**src/fb_pkg.sv**
```systemverilog
package fb_pkg;

	// Active area, cut down for short simulation
	localparam int H_ACTIVE = 32;
	localparam int V_ACTIVE = 4;

	// Blanking in pixels and in lines
	localparam int H_FRONT = 2;
	localparam int H_SYNC  = 4;
	localparam int H_BACK  = 2;
	localparam int V_FRONT = 1;
	localparam int V_SYNC  = 1;
	localparam int V_BACK  = 1;

	localparam int H_TOTAL = H_ACTIVE + H_FRONT + H_SYNC + H_BACK;
	localparam int V_TOTAL = V_ACTIVE + V_FRONT + V_SYNC + V_BACK;

	localparam int PIX_PER_WORD = 8;
	localparam int FRAME_WORDS  = H_ACTIVE * V_ACTIVE / PIX_PER_WORD;
	localparam int ADDR_W       = 8;
	localparam int WORD_W       = 256;
	localparam int LANE_W       = WORD_W / PIX_PER_WORD; // 32-bit lanes
	localparam int LANE_SEL_W   = $clog2(PIX_PER_WORD);

	localparam int FIFO_DEPTH = 16;
	localparam int FIFO_PTR_W = $clog2(FIFO_DEPTH);
	localparam int FIFO_CNT_W = $clog2(FIFO_DEPTH + 1);

	localparam int PIX_DIV = 2; // Clocks per pixel
	localparam int DIV_W   = $clog2(PIX_DIV);
	localparam int H_CNT_W = $clog2(H_TOTAL);
	localparam int V_CNT_W = $clog2(V_TOTAL);

	typedef logic [ADDR_W-1:0] mem_addr_t;
	typedef logic [WORD_W-1:0] mem_word_t;

	// Arbiter to frame store
	typedef struct packed {
		logic      we;
		mem_addr_t addr;
		mem_word_t wdata;
	} mem_req_t;

	typedef struct packed {
		logic [7:0] r;
		logic [7:0] g;
		logic [7:0] b;
	} pixel_t;

	typedef struct packed {
		logic hsync;
		logic vsync;
		logic de;
	} sync_t;

endpackage
```
**src/pixel_fifo.sv**
```systemverilog
`timescale 1ns/1ps

module pixel_fifo import fb_pkg::*;
(
	input  logic   clk,
	input  logic   rst,
	input  logic   push,
	input  pixel_t push_pixel,
	input  logic   pop,
	output pixel_t pop_pixel,
	output logic   full,
	output logic   empty
);

	pixel_t                mem [0:FIFO_DEPTH-1];
	logic [FIFO_PTR_W-1:0] wr_ptr;
	logic [FIFO_PTR_W-1:0] rd_ptr;
	logic [FIFO_CNT_W-1:0] count;
	logic                  wr_en;
	logic                  rd_en;

	assign full  = (count == FIFO_CNT_W'(FIFO_DEPTH));
	assign empty = (count == '0);
	assign wr_en = push & ~full;
	assign rd_en = pop & ~empty;

	assign pop_pixel = mem[rd_ptr]; // First word out

	always_ff @(posedge clk)
	begin
		if (rst)
		begin
			wr_ptr <= '0;
			rd_ptr <= '0;
			count  <= '0;
		end
		else
		begin
			if (wr_en)
				wr_ptr <= wr_ptr + 1'b1; // Depth is a power of two
			if (rd_en)
				rd_ptr <= rd_ptr + 1'b1;
			case ({wr_en, rd_en})
				2'b10:   count <= count + 1'b1;
				2'b01:   count <= count - 1'b1;
				default: count <= count;
			endcase
		end
	end

	always_ff @(posedge clk)
	begin
		if (wr_en)
			mem[wr_ptr] <= push_pixel;
	end

endmodule

```
**config.mk**
```make
export PLATFORM = sky130hd
export DESIGN_NAME = pixel_fifo
export DESIGN_NICKNAME = d
export VERILOG_FILES = /design/src/fb_pkg.sv /design/src/pixel_fifo.sv
export SDC_FILE = /design/constraint.sdc
export NUM_CORES = 1
export LEC_CHECK = 0
export BUFFER_PORTS_ARGS = -buffer_cell sky130_fd_sc_hd__buf_2
export CAP_MARGIN = 15
export CORE_MARGIN = 5
export CORE_UTILIZATION = 35
export DETAILED_ROUTE_END_ITERATION = 8
export PLACE_DENSITY = 0.62
export SLEW_MARGIN = 20
export SYNTH_ARGS = -nofsm -noshare
export SYNTH_HDL_FRONTEND = slang
export SYNTH_SLANG_ARGS = --single-unit
```
**constraint.sdc**
```tcl
create_clock -name clk -period 4.4 [get_ports clk]
set_input_delay 0.44 -clock clk [delete_from_list [all_inputs] [get_ports clk]]
set_output_delay 0.44 -clock clk [all_outputs]
set_load 0.01 [all_outputs]
```
Word level (Yosys, flattened, before mapping). Memories as Yosys holds them, arrays and structs flattened. A register that Yosys moved wholly into a read port is not among the register bits. Index checks and enable logic that the tools add are counted.

Eq/ne operators: 3. Reduce and logical (&&, ||, !) cells: 2. Bitwise gates (word level): 4. Multiplexer cells: 5. $add $sub $neg: 4.

Operator list (count): $pmux W5 S2 (1); $add A4 B1 Y4 const B (2); $mux W4 (2); $add A5 B1 Y5 const B (1); $eq A5 B5 Y1 const B (1); $logic_not A5 Y1 (1); $sub A5 B1 Y5 const B (1); $and A1 B1 Y1 (2); $eq A2 B1 Y1 const B (1); $eq A2 B2 Y1 const B (1); $mux W1 (2); $not A1 Y1 (2); $reduce_bool A2 Y1 (1).

Bits in registers: 13. Memories kept: 1. Output and inout bits: 26. Input bits: 28. RAM bits: 384. Logic and storage cells: 22.

Memories: mem (words 16, bits a word 24, rd ports 1, clocked after memory_dff 1, wr ports 1, RTL line pixel_fifo.sv:15) `pixel_t mem [0:FIFO_DEPTH-1];`.

Depth between registers and ports, before layout.
Word-level depth: 5. Gate-level depth with buffers: 13. Mapped depth without buffers: 10.

Worst setup path before layout. OpenSTA, ideal clock, no wires.

Kind: register to register. Start: register count[2]. End: memory mem[0][0] (netlist name) (enable). Data required time: 3965 ps. Clock period less this slack: 3061 ps. Setup slack: 1339 ps. Cell stages (with the launch flop): 7. Library setup time: 435 ps. Arrival time: 2625 ps. Cell sequence: dfxtp_1 -> buf_2 -> or4_4 -> buf_6 -> o21a_4 -> nand2_1 -> nor3_1.

Word-level cells in the longest chain between the ends: 5.

Ends and longest elaborated chain: start, declared (RTL line pixel_fifo.sv:18) `logic [FIFO_CNT_W-1:0] count;`; start signal, assigned (RTL line pixel_fifo.sv:44) `2'b10: count <= count + 1'b1;`; start signal, assigned (RTL line pixel_fifo.sv:45) `2'b01: count <= count - 1'b1;`; start signal, assigned (RTL line pixel_fifo.sv:46) `default: count <= count;`; $eq A5 B5 Y1 (RTL line pixel_fifo.sv:22) `assign full = (count == FIFO_CNT_W'(FIFO_DEPTH));`; $not A1 Y1 (RTL line pixel_fifo.sv:24) `assign wr_en = push & ~full;`; $and A1 B1 Y1 (RTL line pixel_fifo.sv:24); $mux W1 (RTL line pixel_fifo.sv:53) `if (wr_en)`; $mux W1 (implied by the code) (RTL line pixel_fifo.sv:54) `mem[wr_ptr] <= push_pixel;`; end, declared (RTL line pixel_fifo.sv:15).

No other way between the ends.

==> impl_metrics.yaml <==
status:
  status: "completed"
power_and_ir_drop:
  power_frac_comb_pct: 14.4
  power.internal_mw: 7.240
  power_frac_clock_pct: 38.7
  p_sw_share_pct: 23.45
  p_per_area_nw_per_um2: 529.0
  seq_power_share_pct: 46.8
  p_sw_mw: 2.218
  p_leak_nw: 5.610
  peakVddDrop_mv: 0.2202
grt:
  grt-ovfl-total: 0
  grt_pass1_vias: 7563
  grt_max_degree: 86
  grt_pass1_wl_um: 48650
  track_usage_pct: 13.54
  antenna_found_initial: 2
layout:
  finalInstanceArea_um2: 17880
  post-route-util_pct: 41.32
  syn_to_final_growth_pct: 16.25
  drive_gt1_share_pct: 30.79
  fin_cells: 1398
  num-fill-cells: 3776
  nets: 816
drt:
  drt_pre_antenna_iters: 4
  dr.first_iter.drc_count: 633
  via_per_inst: 5.132
  vias: 7174
  routed_wl_um: 32300
  routedWlPerCell_um: 23.11
  ant_nets: 0
  drc: 0
min_path:
  min_path_type: "in2reg"
floorplanning:
  die_y_um: 219.6
  num_rows: 76
  coreArea_um2: 43270
  io_pins: 54
  initial_core_util_pct: 35.55
  die-area_um2: 48240
  die_w_um: 219.6
yosys:
  synth_nets: 751
  synth_area_um2: 15380
  ys_ff_latch: 401
  synth_top_area_share_pct: 74.98
  yosysMostFrequentCell: "edfxtp_1"
  synth_edf_count: 384
  yosys.cell_types.count: 42
  ys_async_sr_fraction_pct: 0
  syn_avg_cell_area_um2: 21.51
  synth_seq_area_share_pct: 77.19
  synthesis.instances: 715
  synth_area_leaders: "edfxtp_1 75%, mux4_2 14%, a22oi_1 2.3%"
  netlist_top_cells_count: "384 x edfxtp_1, 96 x mux4_2, 48 x a22oi_1, 34 x nor2_1, 30 x nand2_1"
  ys_warn_count: 0
  synth_top_cell_by_area: "edfxtp_1"
  synth_ff_type: "edfxtp_1"
critical_path:
  critical_path.max_fanout: 46
  required_ns: 3.96
  crit_path_top_delay_cell: "dfxtp_4"
  critPathCaptureType: "primary output"
  cpPeakStageDelay_ns: 0.76
  path_cells: "buf_12, mux4_2, a22oi_1, nand2_1, buf_2"
  startpoint_type: "register"
  worstSetupPathType: "reg2out"
  cp.arrival_ns: 2.87
timing:
  finalCritPeriodShare_pct: 75.22
  hold_viol: 0
  slew_headroom_pct: 22.71
  finalMaxSlewViolations: 0
  tns_ns: 0
  worst_slew_pin_slew_ns: 1.157
  rsz0062_at_grt: "no"
  min_period_ns: 3.310
  fmax_mhz: 302.2
  setup_violations: 0
  skew_ns: 0.01378
clocking:
  cts-root-buf: "clkbuf_16"
  clock_latency_ns: 0.53
  cts_tree: "done"
  ctsHtreeMaxLevel: 2
  numCtsBuffers: 42
  clk_pin_slew_ns: 0.06
  cts_hold_buf: 0
  post-cts-setup-buffers: 0
  post_cts_resize_count: 0
  clk_path_buf_depth: 3
  clock-sinks: 401
placed_design:
  dp_hpwl_um: 16010
  dp.cells: 1320
  finalWeightedCongestion: 0.7349
  portBuffers: 53
  dpl_cell_area_um2: 16410
flow_run:
  max_cap_violations: 0
[area by class of cell]
type | count | area (um^2) | share of cell area (%)
diodes | 1 | 2.502 | 0.01400
clock buffers | 54 | 1160 | 6.487
clock inverters | 22 | 285.3 | 1.596
inverters | 7 | 26.28 | 0.1470
multi-input cells | 265 | 3405 | 19.04
flip-flops and latches | 401 | 11880 | 66.44
well taps | 585 | 732.0 | 4.094
repair buffers | 63 | 390.4 | 2.183
[routing by layer]
layer | track usage [%] | routed length, um | vias up | share of wire, %
met5 | 0 | 13 | - | 0.040
met4 | 3.162 | 491 | 2 | 1.5
met3 | 2.390 | 1878 | 44 | 5.8
met2 | 21.22 | 15360 | 225 | 48
met1 | 19.98 | 14560 | 3794 | 45
li1 | - | - | 3109 | -
[cells in the final DEF, fill, tap and decap left out, drive strengths merged, types with 4 or more instances in the layout]
cell	instances
clkbuf	54
mux4	96
ha	8
inv	8
nor3	6
edfxtp	384
o211ai	4
a22oi	48
dfxtp	17
bufinv	7
nor2	34
nand2	30
clkinv	12
buf	63
xor2	7
[logic make-up (layout without fill, tap and decap cells)]
kind of cell,after synthesis,count (layout),share of synthesized area [%]
AOI/OAI and AO/OA,64,64,3.360
xor gates and xnor gates,8,8,0.4556
adders and majority gates,8,8,0.6509
buffers and inverters,49,146,1.505
DFF,401,401,77.19
muxes,100,100,14.33
other,0,1,0
and+or+nand+nor,85,85,2.514
[state kept, by name, summed over array words and instances (netlist names), named ones only]
signal	count
rd_ptr	4
wr_ptr	4
mem	384
count	5
[worst paths after layout]
kind	startpoint	endpoint	slack (ns)	depth (start not counted)
worst min-delay path	push_pixel[7]	mem[13][7]$_DFFE_PP_	0.29	1
worst max-delay path	register	pop_pixel[13]	1.09	5
worst max register to register	count[1]$_SDFFE_PP0P_	count[4]$_SDFFE_PP0P_	1.31	10
worst min register to register	rd_ptr[3]$_SDFFE_PP0P_	rd_ptr[3]$_SDFFE_PP0P_	0.52	2
[critical path, delay by kind of cell, from the launching register on]
family	cells	cell delay [ns]
AOI/OAI and AO/OA	1	0.32
buffers and inverters	2	0.58
DFF	1	0.76
muxes	1	0.55
and+or+nand+nor	1	0.11
[power groups by stage]
stage          Combinational [mW]  Clock (mW)  Sequential, mW
3_5_place_dp                 1.40           0            4.51
2_1_floorplan                1.06           0            4.43
5_1_grt                      1.50        3.88            4.45
3_3_place_gp                 1.39           0            4.51
4_1_cts                      1.40        3.73            4.43
6_report                     1.37        3.66            4.43
[through the flow]
stage	hold WS (ns)	power (mW)	setup WS, ns
final	0.2852	9.458	1.090
after global routing	0.2790	9.832	0.8280
after CTS	0.2574	9.567	1.011
after detailed placement	0.4970	5.909	1.343
after global placement	0.4900	5.896	1.432
after floorplan	0.4725	5.494	1.339
Note: power is estimated with default switching activity, not from simulation.
