## src/fb_pkg.sv

```systemverilog
package fb_pkg;

	// Active area, cut down for short simulation
	localparam int H_ACTIVE = 32;
	localparam int V_ACTIVE = 4;

	// Blanking in pixels and in lines
	localparam int H_FRONT = 2;
	localparam int H_SYNC  = 4;
	localparam int H_BACK  = 2;
	localparam int V_FRONT = 1;
	localparam int V_SYNC  = 1;
	localparam int V_BACK  = 1;

	localparam int H_TOTAL = H_ACTIVE + H_FRONT + H_SYNC + H_BACK;
	localparam int V_TOTAL = V_ACTIVE + V_FRONT + V_SYNC + V_BACK;

	localparam int PIX_PER_WORD = 8;
	localparam int FRAME_WORDS  = H_ACTIVE * V_ACTIVE / PIX_PER_WORD;
	localparam int ADDR_W       = 8;
	localparam int WORD_W       = 256;
	localparam int LANE_W       = WORD_W / PIX_PER_WORD; // 32-bit lanes
	localparam int LANE_SEL_W   = $clog2(PIX_PER_WORD);

	localparam int FIFO_DEPTH = 16;
	localparam int FIFO_PTR_W = $clog2(FIFO_DEPTH);
	localparam int FIFO_CNT_W = $clog2(FIFO_DEPTH + 1);

	localparam int PIX_DIV = 2; // Clocks per pixel
	localparam int DIV_W   = $clog2(PIX_DIV);
	localparam int H_CNT_W = $clog2(H_TOTAL);
	localparam int V_CNT_W = $clog2(V_TOTAL);

	typedef logic [ADDR_W-1:0] mem_addr_t;
	typedef logic [WORD_W-1:0] mem_word_t;

	// Arbiter to frame store
	typedef struct packed {
		logic      we;
		mem_addr_t addr;
		mem_word_t wdata;
	} mem_req_t;

	typedef struct packed {
		logic [7:0] r;
		logic [7:0] g;
		logic [7:0] b;
	} pixel_t;

	typedef struct packed {
		logic hsync;
		logic vsync;
		logic de;
	} sync_t;

endpackage
```

## src/scan_timing.sv

```systemverilog
`timescale 1ns/1ps

module scan_timing import fb_pkg::*;
(
	input  logic   clk,
	input  logic   rst,
	input  logic   display_en,
	input  logic   fifo_full,
	input  logic   fifo_empty,
	input  pixel_t fifo_pixel,
	output logic   pop,
	output pixel_t pixel,
	output sync_t  sync,
	output logic   underrun
);

	logic               started; // Prefill done
	logic [DIV_W-1:0]   div;
	logic [H_CNT_W-1:0] h_cnt;
	logic [V_CNT_W-1:0] v_cnt;
	logic               strobe;
	logic               active;
	logic               h_sync_on;
	logic               v_sync_on;
	logic               line_end;
	logic               frame_end;

	assign strobe = started & (div == DIV_W'(PIX_DIV - 1));
	assign active = (h_cnt < H_CNT_W'(H_ACTIVE)) & (v_cnt < V_CNT_W'(V_ACTIVE));

	assign h_sync_on = (h_cnt >= H_CNT_W'(H_ACTIVE + H_FRONT)) &
		(h_cnt < H_CNT_W'(H_ACTIVE + H_FRONT + H_SYNC));
	assign v_sync_on = (v_cnt >= V_CNT_W'(V_ACTIVE + V_FRONT)) &
		(v_cnt < V_CNT_W'(V_ACTIVE + V_FRONT + V_SYNC));

	assign line_end  = (h_cnt == H_CNT_W'(H_TOTAL - 1));
	assign frame_end = (v_cnt == V_CNT_W'(V_TOTAL - 1));

	assign pop = strobe & active & ~fifo_empty;

	always_ff @(posedge clk)
	begin
		if (rst)
		begin
			started  <= 1'b0;
			div      <= '0;
			h_cnt    <= '0;
			v_cnt    <= '0;
			sync     <= '0;
			pixel    <= '0;
			underrun <= 1'b0;
		end
		else
		begin
			if (~display_en)
				started <= 1'b0;
			else if (fifo_full)
				started <= 1'b1; // First full FIFO after enable

			if (~started)
			begin
				div   <= '0;
				h_cnt <= '0;
				v_cnt <= '0;
				sync  <= '0;
				pixel <= '0;
			end
			else
			begin
				div <= strobe ? '0 : div + 1'b1;
				if (strobe)
				begin
					sync.hsync <= h_sync_on;
					sync.vsync <= v_sync_on;
					sync.de    <= active;
					pixel      <= pop ? fifo_pixel : '0; // Black on underrun
					h_cnt      <= line_end ? '0 : h_cnt + 1'b1;
					if (line_end)
						v_cnt <= frame_end ? '0 : v_cnt + 1'b1;
				end
			end

			// Sticky until reset
			if (strobe & active & fifo_empty)
				underrun <= 1'b1;
		end
	end

endmodule

```

## config.mk

```make
export PLATFORM = sky130hd
export DESIGN_NAME = scan_timing
export DESIGN_NICKNAME = d
export VERILOG_FILES = /design/src/fb_pkg.sv /design/src/scan_timing.sv
export SDC_FILE = /design/constraint.sdc
export NUM_CORES = 1
export LEC_CHECK = 0
export BUFFER_PORTS_ARGS = -buffer_cell sky130_fd_sc_hd__buf_4
export CORE_UTILIZATION = 51
export CTS_CLUSTER_SIZE = 10
export DETAILED_ROUTE_END_ITERATION = 10
export GPL_TIMING_DRIVEN = 1
export PLACE_DENSITY = 0.93
export SLEW_MARGIN = 20
export SYNTH_ARGS = -nofsm -noshare
export SYNTH_HDL_FRONTEND = slang
export SYNTH_SLANG_ARGS = --single-unit
export TNS_END_PERCENT = 10
```

## constraint.sdc

```tcl
create_clock -name clk -period 2.75 [get_ports clk]
set_input_delay 0.4125 -clock clk [delete_from_list [all_inputs] [get_ports clk]]
set_output_delay 0.4125 -clock clk [all_outputs]
set_load 0.05 [all_outputs]
```

# Yosys cells after proc, flatten, opt, wreduce, memory -nomap -nowiden
# Index checks and enable logic that the tools add are counted.
[classes] n_addsub=3 reduce_logical=4 order_cmp=6 bitwise_logic=10 mux=3 eq_ne=2
[op_table] cell="$mux 24" n=1
[op_table] cell="$lt 6x6->1 const B" n=2
[op_table] cell="$and 1x1->1" n=7
[op_table] cell="$add 6x1->6 const B" n=1
[op_table] cell="$eq 6x6->1 const B" n=1
[op_table] cell="$ge 6x6->1 const B" n=1
[op_table] cell="$lt 3x3->1 const B" n=2
[op_table] cell="$mux 6" n=1
[op_table] cell="$reduce_or 2->1" n=2
[op_table] cell="$add 3x1->3 const B" n=1
[op_table] cell="$eq 3x3->1 const B" n=1
[op_table] cell="$ge 3x3->1 const B" n=1
[op_table] cell="$mux 3" n=1
[op_table] cell="$not 1->1" n=3
[op_table] cell="$reduce_or 3->1" n=1
[op_table] cell="$reduce_and 2->1" n=1
[op_table] cell="$add 1x1->1 const B" n=1
[word_totals] register_bits=39 out_inout_bits=29 word_cells=39

# Depth between registers and ports, before layout
[logic_depth] word_depth=5 ltp_mapped=6 depth_no_buf=4

# Least setup slack after synthesis
# Ideal clock, no wire load.
[synth_timing] path_kind="register to output" from="register started" to="output port pop" arrival_time_ns=1.425 path_stages_with_launch=6 setup_slack_ns=0.912 required_ns=2.338 n_path_buf=3 cell_sequence="dfxtp_1 -> clkbuf_2 -> and4bb_2 -> buf_2 -> buf_2 -> and2_1"
[synth_between] elab_chain_cells=3
[synth_lines] element="start: declaration" line_no="scan_timing.sv:17" source="logic started;"
[synth_lines] element="start signal: assignment" line_no="scan_timing.sv:45" source="started <= 1'b0;"
[synth_lines] element="start signal: assignment" line_no="scan_timing.sv:56" source="started <= 1'b0;"
[synth_lines] element="start signal: assignment" line_no="scan_timing.sv:58" source="started <= 1'b1;"
[synth_lines] element="$and 1x1->1" line_no="scan_timing.sv:28" source="assign strobe = started & (div == DIV_W'(PIX_DIV - 1));"
[synth_lines] element="$and 1x1->1 (2 in a row)" line_no="scan_timing.sv:39" source="assign pop = strobe & active & ~fifo_empty;"
[synth_lines] element="end: declaration" line_no="scan_timing.sv:11" source="output logic pop,"
# No other way between the ends.

# Worst setup path in the final report
[layout_timing] from="register div" to="output port pop"
[layout_between] elab_chain_cells=3
[layout_lines] element="start: declaration" line_no="scan_timing.sv:18" source="logic [DIV_W-1:0] div;"
[layout_lines] element="start signal: assignment" line_no="scan_timing.sv:70" source="div <= strobe ? '0 : div + 1'b1;"
[layout_lines] element="$and 1x1->1" line_no="scan_timing.sv:28"
[layout_lines] element="$and 1x1->1 (2 in a row)" line_no="scan_timing.sv:39"
# No other way between the ends.

==> flow_metrics.env <==
export IMPL_outcome="complete, no violations"
export IMPL_ir_worst_vdd_v=0.0003790
export IMPL_worstReg2RegStart="h_cnt[1]"
export IMPL_seq_area_frac_synth_pct=51.02
export IMPL_finClkSkew_ns=0.009238
export IMPL_dp_hpwl_um=2461
export IMPL_grt_antenna_before_repair=0
export IMPL_synthFlopType="dfxtp_1"
export IMPL_vias=1475
export IMPL_final_setup_tns_ns=0
export IMPL_synth_area_um2=1530
export IMPL_worstSkewPairLatency_ns=0.35
export IMPL_rrSetupSlack_ns=1.00
export IMPL_ys_ff_latch=39
export IMPL_fin_crit_ns=2.246
export IMPL_postRouteAntennaNets=0
export IMPL_syn_avg_cell_area_um2=9.504
export IMPL_cts_root_buf="clkbuf_4"
export IMPL_crit_path_end_kind="output port"
export IMPL_drtIter0Drc=47
export IMPL_p_per_area_nw_per_um2=445.5
export IMPL_drv_slew=0
export IMPL_synth_edf_count=0
export IMPL_worstMarginPinSlew_ns=0.8398
export IMPL_hold_class="in -> reg"
export IMPL_maxCapViolCount=0
export IMPL_cts_hold_buffers=0
export IMPL_die_area_um2=3223
export IMPL_crit_path_start="div"
export IMPL_layout_drive_gt1_share_pct=32.41
export IMPL_rows=19
export IMPL_htreeDepth=2
export IMPL_timing_final_setup_violations=0
export IMPL_area_growth_pct=31.56
export IMPL_core_um2=2805
export IMPL_critPathMaxFanout=27
export IMPL_synthCells=161
export IMPL_fp_dieW_um=56.78
export IMPL_port_buffers=57
export IMPL_hold_viol=0
export IMPL_dr_pass1_iters=4
export IMPL_min_path_cells=2
export IMPL_finalCritPeriodShare_pct=81.69
export IMPL_startpoint_type="register"
export IMPL_syn_nets=193
export IMPL_antenna_cells=0
export IMPL_cts_max_path_buffers=2
export IMPL_r2r_cells=4
export IMPL_routabilityCongestion=0.7935
export IMPL_numCtsBuffers=5
export IMPL_drc=0
export IMPL_grt_pass1_wl_um=6051
export IMPL_grt_use_total_pct=24.95
export IMPL_yosysWarningCount=0
export IMPL_fin_cells=247
export IMPL_slew_headroom_pct=43.88
export IMPL_grt_max_degree=28
export IMPL_critPathKind="reg -> out"
export IMPL_finalWirelength_um=3684
export IMPL_clock_sinks=39
export IMPL_vias_per_cell=5.972
export IMPL_ys_types=34
export IMPL_start_util_pct=54.55
export IMPL_post_cts_buffers=0
export IMPL_clk_pin_slew_ns=0.11
export IMPL_cts_tree="built"
export IMPL_cts_repair_resized=0
export IMPL_grt_ovfl_total=0
export IMPL_min_from="rst"
export IMPL_die_h_um=56.78
export IMPL_cp_required_ns=2.34
export IMPL_fin_nets=247
export IMPL_max_freq_mhz=445.1
export IMPL_dp_cells=239
export IMPL_grt_pass1_vias=1368
export IMPL_leakagePower_uw=0.0007834
export IMPL_wire_per_inst_um=14.91
export IMPL_async_reset_ff_share_pct=0
export IMPL_cp_arrival_ns=1.83
export IMPL_layout_common_cells="buf_4 (60), dfxtp_1 (39), nor2_1 (31)"
export IMPL_final_common_cell="buf_4"
export IMPL_pin_count=58
export IMPL_rsz0062_at_grt="no"
[power by group]
group          switching [uW]  internal (uW)  leakage, uW
Clock                     178           99.6    0.0000293
Sequential               2.75            566     0.000314
Combinational            20.5           29.9     0.000440
Total                     202            695     0.000783
[final cells by class]
type | instances | area, um^2
Sequential cell | 39 | 780.7
Fill cell | 207 | 792.0
Multi-Input combinational cell | 106 | 681.9
Clock buffer | 7 | 45.04
Clock inverter | 1 | 5.005
Timing Repair Buffer | 60 | 450.4
Inverter | 3 | 11.26
Tap cell | 31 | 38.79
[per-stage QoR]
stage / area [um^2] / setup slack [ns] / power [uW] / hold slack (ns) / util, %
final: 2013 / 0.5036 / 896.9 / 0.2248 / 71.77
after floorplan: 1530 / 0.9122 / 596.7 / 0.4792 / -
after CTS: 2013 / 0.4982 / 903.1 / 0.2191 / 71.77
after global routing: 2013 / 0.4014 / 940.1 / 0.2170 / 71.77
after detailed placement: 1963 / 0.8955 / 631.5 / 0.4675 / 69.98
after global placement: 1963 / 0.9510 / 630.6 / 0.4627 / 69.98
[metal layers]
layer | routed length [um] | vias up | GRT usage, %
met5 | 0 | - | 0
met4 | 110 | 0 | 12.20
met3 | 348 | 10 | 12.67
met2 | 1705 | 72 | 38.10
met1 | 1520 | 686 | 28.82
li1 | - | 707 | -
[worst paths after layout]
kind	to
hold reg to reg	sync[2]
setup / recovery	pop
hold / removal	started
setup reg to reg	v_cnt[1]
[kinds of logic after synthesis]
group                    share of synthesized area (%)
buffers and inverters                            4.415
flip-flops                                       51.02
AO/OA/AOI/OAI                                    21.01
XOR/XNOR                                         1.717
multiplexers                                    0.6542
adder cells (fa/ha/maj)                          2.453
AND/OR/NAND/NOR                                  18.73
[registers in the layout, indices dropped and copies added, names as in the netlist]
signal    count
pixel        24
h_cnt         6
sync          3
v_cnt         3
div           1
started       1
underrun      1
[critical path, stage by stage, from the launching register on]
cell and delay [ns]:
dfxtp_1 0.55, and4bb_2 0.28, buf_4 0.28, and2_1 0.18
buf_4 0.19
[Yosys cell counts, types with 3 or more instances]
library cell	number	area share [%]
o21ai_0	4	1.3
ha_1	3	2.5
xor2_1	3	1.7
dfxtp_1	39	51
nand3_1	4	1.3
buf_2	5	1.6
a21oi_1	7	2.3
clkbuf_1	7	1.7
nor2_1	31	7.6
nand2b_1	4	1.6
inv_1	3	0.74
a32oi_1	24	14
Power figures use the tool's default switching activity.
