--- config.mk ---
export PLATFORM = sky130hd
export DESIGN_NAME = mem_arbiter
export DESIGN_NICKNAME = d
export VERILOG_FILES = /design/src/fb_pkg.sv /design/src/mem_arbiter.sv
export SDC_FILE = /design/constraint.sdc
export NUM_CORES = 1
export LEC_CHECK = 0
export ABC_AREA = 1
export ABC_CLOCK_PERIOD_IN_PS = 800
export BUFFER_PORTS_ARGS = -buffer_cell sky130_fd_sc_hd__buf_2
export CAP_MARGIN = 20
export CORE_AREA = 2 2 417 419
export CTS_BUF_LIST = sky130_fd_sc_hd__clkbuf_8
export CTS_CLUSTER_SIZE = 28
export DETAILED_ROUTE_END_ITERATION = 6
export DIE_AREA = 0 0 419 421
export PLACE_DENSITY = 0.3
export SLEW_MARGIN = 20
export SYNTH_ARGS = -nofsm -noshare
export SYNTH_HDL_FRONTEND = slang
export SYNTH_SLANG_ARGS = --single-unit
--- constraint.sdc ---
create_clock -name clk -period 0.8 [get_ports clk]
set_input_delay 0.08 -clock clk [delete_from_list [all_inputs] [get_ports clk]]
set_output_delay 0.08 -clock clk [all_outputs]
set_load 0.03 [all_outputs]
--- src/fb_pkg.sv ---
package fb_pkg;

	// Active area, cut down for short simulation
	localparam int H_ACTIVE = 32;
	localparam int V_ACTIVE = 4;

	// Blanking in pixels and in lines
	localparam int H_FRONT = 2;
	localparam int H_SYNC  = 4;
	localparam int H_BACK  = 2;
	localparam int V_FRONT = 1;
	localparam int V_SYNC  = 1;
	localparam int V_BACK  = 1;

	localparam int H_TOTAL = H_ACTIVE + H_FRONT + H_SYNC + H_BACK;
	localparam int V_TOTAL = V_ACTIVE + V_FRONT + V_SYNC + V_BACK;

	localparam int PIX_PER_WORD = 8;
	localparam int FRAME_WORDS  = H_ACTIVE * V_ACTIVE / PIX_PER_WORD;
	localparam int ADDR_W       = 8;
	localparam int WORD_W       = 256;
	localparam int LANE_W       = WORD_W / PIX_PER_WORD; // 32-bit lanes
	localparam int LANE_SEL_W   = $clog2(PIX_PER_WORD);

	localparam int FIFO_DEPTH = 16;
	localparam int FIFO_PTR_W = $clog2(FIFO_DEPTH);
	localparam int FIFO_CNT_W = $clog2(FIFO_DEPTH + 1);

	localparam int PIX_DIV = 2; // Clocks per pixel
	localparam int DIV_W   = $clog2(PIX_DIV);
	localparam int H_CNT_W = $clog2(H_TOTAL);
	localparam int V_CNT_W = $clog2(V_TOTAL);

	typedef logic [ADDR_W-1:0] mem_addr_t;
	typedef logic [WORD_W-1:0] mem_word_t;

	// Arbiter to frame store
	typedef struct packed {
		logic      we;
		mem_addr_t addr;
		mem_word_t wdata;
	} mem_req_t;

	typedef struct packed {
		logic [7:0] r;
		logic [7:0] g;
		logic [7:0] b;
	} pixel_t;

	typedef struct packed {
		logic hsync;
		logic vsync;
		logic de;
	} sync_t;

endpackage
--- src/mem_arbiter.sv ---
`timescale 1ns/1ps

module mem_arbiter import fb_pkg::*;
(
	input  logic      clk,
	input  logic      rst,
	// Fetch read port
	input  logic      rd_valid,
	input  mem_addr_t rd_addr,
	output logic      rd_ready,
	output mem_word_t rd_data,
	// Host write port
	input  logic      host_valid,
	input  mem_addr_t host_addr,
	input  mem_word_t host_wdata,
	output logic      host_ready,
	// Frame store side
	output logic      req_valid,
	output mem_req_t  req,
	input  logic      resp_valid,
	input  mem_word_t resp_data
);

	logic busy;     // Request in the store
	logic last_rd;  // Fetch port was served last, also owns the current grant
	logic gnt_rd;

	// Fetch wins unless the host waits too and fetch had the last turn
	assign gnt_rd    = rd_valid & (~host_valid | ~last_rd);
	assign req_valid = ~busy & (rd_valid | host_valid);

	always_comb
	begin
		req.we    = ~gnt_rd;
		req.addr  = gnt_rd ? rd_addr : host_addr;
		req.wdata = host_wdata; // Ignored on reads
	end

	// Response goes back to whoever holds the grant
	assign rd_ready   = resp_valid & last_rd;
	assign host_ready = resp_valid & ~last_rd;
	assign rd_data    = resp_data;

	always_ff @(posedge clk)
	begin
		if (rst)
		begin
			busy    <= 1'b0;
			last_rd <= 1'b0;
		end
		else if (req_valid)
		begin
			busy    <= 1'b1;
			last_rd <= gnt_rd;
		end
		else if (resp_valid)
			busy <= 1'b0; // Grant held until here
	end

endmodule

* Yosys cells after proc, flatten, opt, wreduce, memory -nomap -nowiden
Index checks and enable logic that the tools add are counted.
Word-level totals: register bits after elaboration 2, input bits 533, output and inout port bits 524, logic and storage cells 16
Operators by class: muxes and demuxes 3, bitwise gates (word level) 10, reduce and logical (&&, ||, !) cells 1
Operators with widths (count):
- two-way mux 8 bit | 1
- bitwise AND 1 bit | 4
- inverter 1 bit | 4
- two-way mux 1 bit | 2
- OR 1 bit | 2
- nonzero test 2 bit | 1

* Longest topological paths before layout
Gate-level depths: netlist of run 1.
word-level depth 4, gate-level depth with buffers 4, mapped depth without buffers 4

* Worst setup path before layout of run 1
OpenSTA, ideal clock, no wires.
path kind reg-to-output, from register last_rd, to output port req[256] (netlist bit), data arrival time 0.918 ns, required time 0.720 ns, setup slack -0.198 ns, cell stages (with the launch flop) 5, path buffers 0, path through dfxtp_1 -> nand2_4 -> nand2_4 -> nand2_1 -> nand2_1
RTL lines:
- from (decl) | line mem_arbiter.sv:25 | logic last_rd;
- from (signal assigned) | line mem_arbiter.sv:54 | last_rd <= gnt_rd;
- to (decl) | line mem_arbiter.sv:19 | output mem_req_t req,

==> results of run 1 <==
==> where the power goes <==
part	total, W	switching (W)	leakage (nW)	internal (W)
Combinational	0.000718	0.000417	0.334	0.000302
Sequential	0.000118	0.00000842	0.0173	0.000109
Clock	0.000391	0.0000735	0.0216	0.000317
Total	0.00123	0.000499	0.373	0.000728
==> placed cells by master (no fill, tap or decap), types with 2 or more instances in the layout <==
cell | netlist | final
buf_2 | 0 | 20
buf_12 | 0 | 12
nand3_1 | 9 | 9
nand2_4 | 2 | 8
nand2_1 | 19 | 7
nand2_2 | 0 | 4
diode_2 | 0 | 3
inv_1 | 4 | 3
clkbuf_8 | 1 | 3
nand2_8 | 0 | 2
a21oi_1 | 2 | 2
buf_4 | 512 | 2
==> worst min-delay path by stage <==
stage / end / cells past startpoint
floorplan: last_rd / 1
global placement: rd_data[114] / 0
detailed placement: rd_data[114] / 0
CTS: last_rd / 2
global route: last_rd / 2
finish: last_rd / 2
==> through the flow <==
| stage | instances | instance area (um2) | hold WS (ps) |
|---|---|---|---|
| floorplan | 553 | 4140 | 142 |
| global placement | 2400 | 3550 | 160 |
| detailed placement | 2400 | 3550 | 160 |
| CTS | 2403 | 3610 | 49.9 |
| global route | 2404 | 3630 | 60.7 |
| finish | 2406 | 3640 | 62.8 |
==> cells by family after synthesis <==
family	Yosys count	synth area share [%]
buf+inv	517	95.1
flops	2	0.984
simple gates	31	3.50
compound gates	3	0.369
==> worst reg2reg max path, cell delays in order, from the launching register on <==
cell	delay [ps]
dfxtp_4	350
nand2_8	140
nand3_1	100
a21oi_1	140
==> flip-flops by register name, indices dropped and copies added, names as in the netlist <==
| register | count |
|---|---|
| busy | 1 |
| last_rd | 1 |
==> per-layer routing <==
metal,vias to the layer above,GRT usage [%],part of all wire [%]
met5,-,0.519,0.067
met4,2,2.18,1.6
met3,98,24.9,42
met2,910,21.2,48
met1,466,2.98,8.3
li1,208,-,-
==> what timing repair did <==
action,CTS,global route
setup buffers,0,0
setup endpoints to repair,13,14
endpoints found under the hold margin,0,0
resized for setup,6,5
pin swaps,1,0
==> final cells by class <==
cell class | instances | area (um2) | share of cell area, %
multi-input combinational | 34 | 253 | 6.95
clock buffer | 3 | 41.3 | 1.14
tap | 2325 | 2910 | 80.0
timing repair buffer | 35 | 367 | 10.1
antenna | 3 | 7.51 | 0.206
sequential | 2 | 43.8 | 1.20
inverter | 4 | 15.0 | 0.413
==> summary.md, run 1 <==
| Metric | Value |
|---|---|
| Post-DP HPWL | `approximately 110000 um` |
| Routability cong. | `approximately 0.93` |
| CTS Root Cell | `clkbuf_8` |
| Area Overhead vs Synth | `-10.7%` |
| Post-Syn Instances | `~550` |
| Reg2Reg Depth | `3` |
| Fmax | `between 800 and 900 MHz` |
| Via density | `about 0.70` |
| Final Cycle Share | `154%` |
| Worst setup EP type | `primary output` |
| CP Cell Sequence | `nand2_8 > nand2_8 > nand2_1 > nand2_4 > buf_12` |
| Final Hold Viols | `0` |
| Max stage delay on crit path | `~350 ps` |
| Yosys reg bits | `2` |
| Post-synth top area share | `a little over nine tenths` |
| Clock latency on the worst-skew pair | `210 ps` |
| First-pass GRT wire length | `119000 um` |
| Most area-hungry cell type in the Yosys netlist | `buf_4` |
| Via count | `between 1500 and 2000` |
| Critical Path Sink | `req[263]` |
| Setup_tns | `-4480 ps` |
| Die area | `roughly 180000 um2` |
| Post-synth top cells | `buf_4, nand2_1, nand3_1` |
| DR pass1 iterations | `4` |
| Kind of start point of the critical path | `flip-flop` |
| Reg clk slew, reported paths | `roughly 30 ps` |
| Util after Layout | `~2.1%` |
| Slew headroom | `81.9%` |
| Wire per inst | `47.8 um` |
| Critical path peak fanout | `10` |
| Worst R2R Start | `last_rd` |
| Hold_sp | `rst` |
| Initial Util | `2.36%` |
| Launch point of the worst path | `last_rd` |
| Mapped Nets | `~1100` |
| Core area | `between 150000 and 200000 um2` |
| Initial antenna violation count | `16` |
| # hold bufs at CTS | `0` |
| Setup slack after layout | `-436 ps` |
| Status | `finished with violations` |
| Count leader, synth | `buf_4` |
| Number of synthesized flops with an enable pin | `0` |
| Worst endpoint required time | `roughly 720 ps` |
| CP max-delay cell | `dfxtp_4` |
| Minimum clock period | `1240 ps` |
| CTS tree | `yes` |
| Total track usage | `approximately 13%` |
| Cell family with most CP delay | `simple AND/OR/NAND/NOR gates` |
| Share of post-route cells with drive strength above 1 | `a little over two thirds` |
| # DRC | `0` |
| Top cells by area, synth | `buf_4, nand2_1, nand3_1, dfxtp_1, nand2_4` |
| Largest net degree at the start of global routing | `12` |
| Unrepaired setup endpoints after global routing | `true` |
| Post-route ant nets | `0` |
| Pwr Total | `0.00123 W` |
| Hold Crit Class | `input port to flip-flop` |
| Fill count | `slightly above 20000` |
| Yosys warnings | `0` |
| Port bufs | `32` |
| R2R setup slack | `0 ps` |
| Ports | `around 1100` |
| Post-Route WL | `~120000 um` |
| Worst path depth | `5` |
| WP data arrival | `1160 ps` |
| Total congestion overflow | `0` |
| Max-Cap Viols | `0` |
| Placement Setup Slack | `-318 ps` |
| TritonCTS Buffers | `3` |
| Failing checks | `setup timing` |
| Critical setup path kind | `flip-flop to primary output` |
| Post-synth top flop | `dfxtp_1` |
| PwrDens | `approximately 340 nW/um2` |
| FF-to-FF End | `last_rd` |
| Vias in the first global route | `approximately 1400` |
| Max Root-Sink Buffers | `2` |
| Die Height | `421 um` |
| Nets | `~610` |
| Synth cell types | `10` |
| Post-Syn Area | `roughly 4000 um2` |
| P_leak | `0.373 nW` |
| H-Tree Depth | `1` |
| Peak supply drop | `~250 uV` |
| Worst-margin pin slew | `272 ps` |
| 1st-iter DRT viols | `roughly 150` |
| FFs w/ async S/R, synth | `0%` |
| Sequential area share after synthesis | `0.984%` |
| Max Clock Skew | `between 2 and 2.5 ps` |
| Fin. max-slew vios | `0` |
| Worst Path Buf+Inv | `1` |
| Row count | `~150` |
| Die W | `419 um` |
| Avg Cell Area, Syn | `between 7 and 8 um2` |
| # setup viols final | `13` |
| Critical Path Most Common Cell | `nand2_8` |
| Clk sinks | `2` |
No activity file was read; power rests on OpenSTA's default activity.
==> run 2: changes to the inputs <==
--- a/config.mk
+++ b/config.mk
@@ -7,14 +7,15 @@
 export LEC_CHECK = 0
 export ABC_AREA = 1
 export ABC_CLOCK_PERIOD_IN_PS = 800
-export BUFFER_PORTS_ARGS = -buffer_cell sky130_fd_sc_hd__buf_2
 export CAP_MARGIN = 20
-export CORE_AREA = 2 2 417 419
+export CORE_AREA = 2 2 415 417
 export CTS_BUF_LIST = sky130_fd_sc_hd__clkbuf_8
 export CTS_CLUSTER_SIZE = 28
 export DETAILED_ROUTE_END_ITERATION = 6
-export DIE_AREA = 0 0 419 421
+export DIE_AREA = 0 0 417 419
+export DONT_BUFFER_PORTS = 1
 export PLACE_DENSITY = 0.3
+export SETUP_SLACK_MARGIN = 0.1
 export SLEW_MARGIN = 20
 export SYNTH_ARGS = -nofsm -noshare
 export SYNTH_HDL_FRONTEND = slang
==> run 2 against run 1 <==
Net effect: the flow still finishes with violations (setup timing); sequential power about the same; non-clock buffer count fell by 24; combinational power shrank 40%; clock-buffer cell count stayed put; cell count down 4.6%; register-to-register slack got worse by 80 ps; global-route usage is 0.28 points higher; utilization decreased by 0.15 points; first-iteration DRC count shrank 10%; worst setup slack improved by 120 ps; fmax is 11% higher; wire length up 1.6%.
==> summary.md, run 2 (same netlist as run 1, synthesis figures left out) <==
| Metric | Value |
|---|---|
| Setup_tns | `-3370 ps` |
| Fin. max-slew vios | `0` |
| DR pass1 iterations | `4` |
| Worst-margin pin slew | `approximately 360 ps` |
| Initial Util | `under 10%` |
| Total track usage | `between 10% and 20%` |
| 1st-iter DRT viols | `roughly 140` |
| Critical setup path kind | `flip-flop to primary output` |
| Clk sinks | `2` |
| Post-Route WL | `~120000 um` |
| # DRC | `0` |
| DP Cell Count | `around 2300` |
| Unrepaired setup endpoints after global routing | `true` |
| Vias in the first global route | `about 1400` |
| First-pass GRT wire length | `around 120000 um` |
| Minimum clock period | `1110 ps` |
| Hold Crit Class | `input port to flip-flop` |
| PwrDens | `around 280 nW/um2` |
| Port bufs | `0` |
| Setup slack after layout | `-313 ps` |
| CTS tree | `yes` |
| Initial antenna violation count | `17` |
| Post-route ant nets | `0` |
| Largest regs | `busy x1, last_rd x1` |
| Worst endpoint required time | `a little over 700 ps` |
| Commonest non-fill, non-tap cell in the layout | `nand2_4` |
| Area Overhead vs Synth | `-18.0%` |
| Hold slack | `46.6 ps` |
| Commonest non-fill, non-tap cells in the layout | `nand2_4, nand2_1, nand3_1, buf_6` |
| Critical path peak fanout | `11` |
| TritonCTS Buffers | `3` |
| H-Tree Depth | `1` |
| Wire per inst | `~51 um` |
| Ports | `1057` |
| # setup viols final | `13` |
| Max Clock Skew | `around 0.7 ps` |
| Final instance area | `3340 um2` |
| Reg clk slew, reported paths | `approximately 30 ps` |
| Fill count | `roughly 20000` |
| DP Area | `roughly 3100 um2` |
| Status | `finished with violations` |
| Die Height | `419 um` |
| Die W | `417 um` |
| Core area | `about 170000 um2` |
| Share of post-route cells with drive strength above 1 | `between 60 and 70%` |
| Via density | `between 0.7 and 0.8` |
| Total congestion overflow | `0` |
| Die area | `~170000 um2` |
| Clock latency on the worst-skew pair | `about 220 ps` |
| Largest net degree at the start of global routing | `12` |
| Fmax | `~900 MHz` |
| WP data arrival | `slightly above 1000 ps` |
| Kind of start point of the critical path | `flip-flop` |
| Slew headroom | `76.3%` |
| P_leak | `between 0.2 and 0.3 nW` |
| Max-Cap Viols | `0` |
| Util after Layout | `approximately 2.0%` |
| Non-Filler Instances | `2296` |
| Row count | `152` |
| Final Cycle Share | `139%` |
| Routability cong. | `just under 1` |
| Max Root-Sink Buffers | `2` |
| Nets | `a little under 600` |
| CTS Root Cell | `clkbuf_8` |
| Failing checks | `setup timing` |
| Via count | `1689` |
| Peak supply drop | `~340 uV` |
| Worst setup EP type | `primary output` |
| Final Hold Viols | `0` |
run 2: changes by cell type in the layout (fill, tap and decap cells not counted), moves of 2 or more:
cell,before,now
a21oi_2,0,2
inv_1,3,1
buf_6,1,5
a21oi_1,2,0
nand2_4,8,10
buf_12,12,2
nand2_2,4,2
buf_2,20,0
diode_2,3,8
run 2: final timing paths:
| check | slack, ps | cells after the start | startpoint | to |
|---|---|---|---|---|
| worst max-delay path | -310 | 3 | last_rd | req[257] |
| worst min-delay path | 50 | 2 | rd_valid | last_rd |
| worst max register to register | -80 | 4 | last_rd | last_rd |
| worst min register to register | 590 | 3 | busy | busy |
run 2: metrics by stage:
step | power (W) | worst slack, ps
after floorplan | 0.00516 | -40.8
after global placement | 0.000463 | -187
after detailed placement | 0.000466 | -157
after CTS | 0.000934 | -316
after global routing | 0.00101 | -354
final | 0.000948 | -313
run 2: what timing repair did:
action | 4_1_cts | 5_1_grt
endpoints found under the setup margin | 14 | 14
hold buffers | 1 | 0
setup buffers | 3 | 3
hold endpoints to repair | 2 | 0
gates cloned | 0 | 1
pin swaps | 3 | 3
gates resized for setup | 16 | 8
run 2: routing by layer:
layer | up-vias | routed length, um | GRT usage (%)
li1 | 171 | - | -
met1 | 447 | 7040 | 2.06
met2 | 973 | 56900 | 22.0
met3 | 92 | 50100 | 26.3
met4 | 6 | 2220 | 2.60
met5 | - | 654 | 2.75
run 2: where the power goes:
group | leakage, nW | total (W) | internal (W) | switching [W]
clock network | 0.0216 | 0.000397 | 0.000318 | 0.0000791
logic | 0.218 | 0.000430 | 0.000160 | 0.000270
registers | 0.0175 | 0.000121 | 0.000110 | 0.0000107
run 2: critical path: stages, from the launching register on:
cell,delay [ps]
dfxtp_4,350
nand2_8,140
nand3_1,150
nand2_4,160
run 2: layout make-up:
type / count / area, um2 / share of cell area [%]
antenna: 8 / 20.0 / 0.599
sequential: 2 / 45.0 / 1.35
clock buffer: 3 / 41.3 / 1.24
tap: 2233 / 2790 / 83.7
timing repair buffer: 11 / 131 / 3.93
multi-input combinational: 35 / 290 / 8.69
inverter: 4 / 17.5 / 0.525
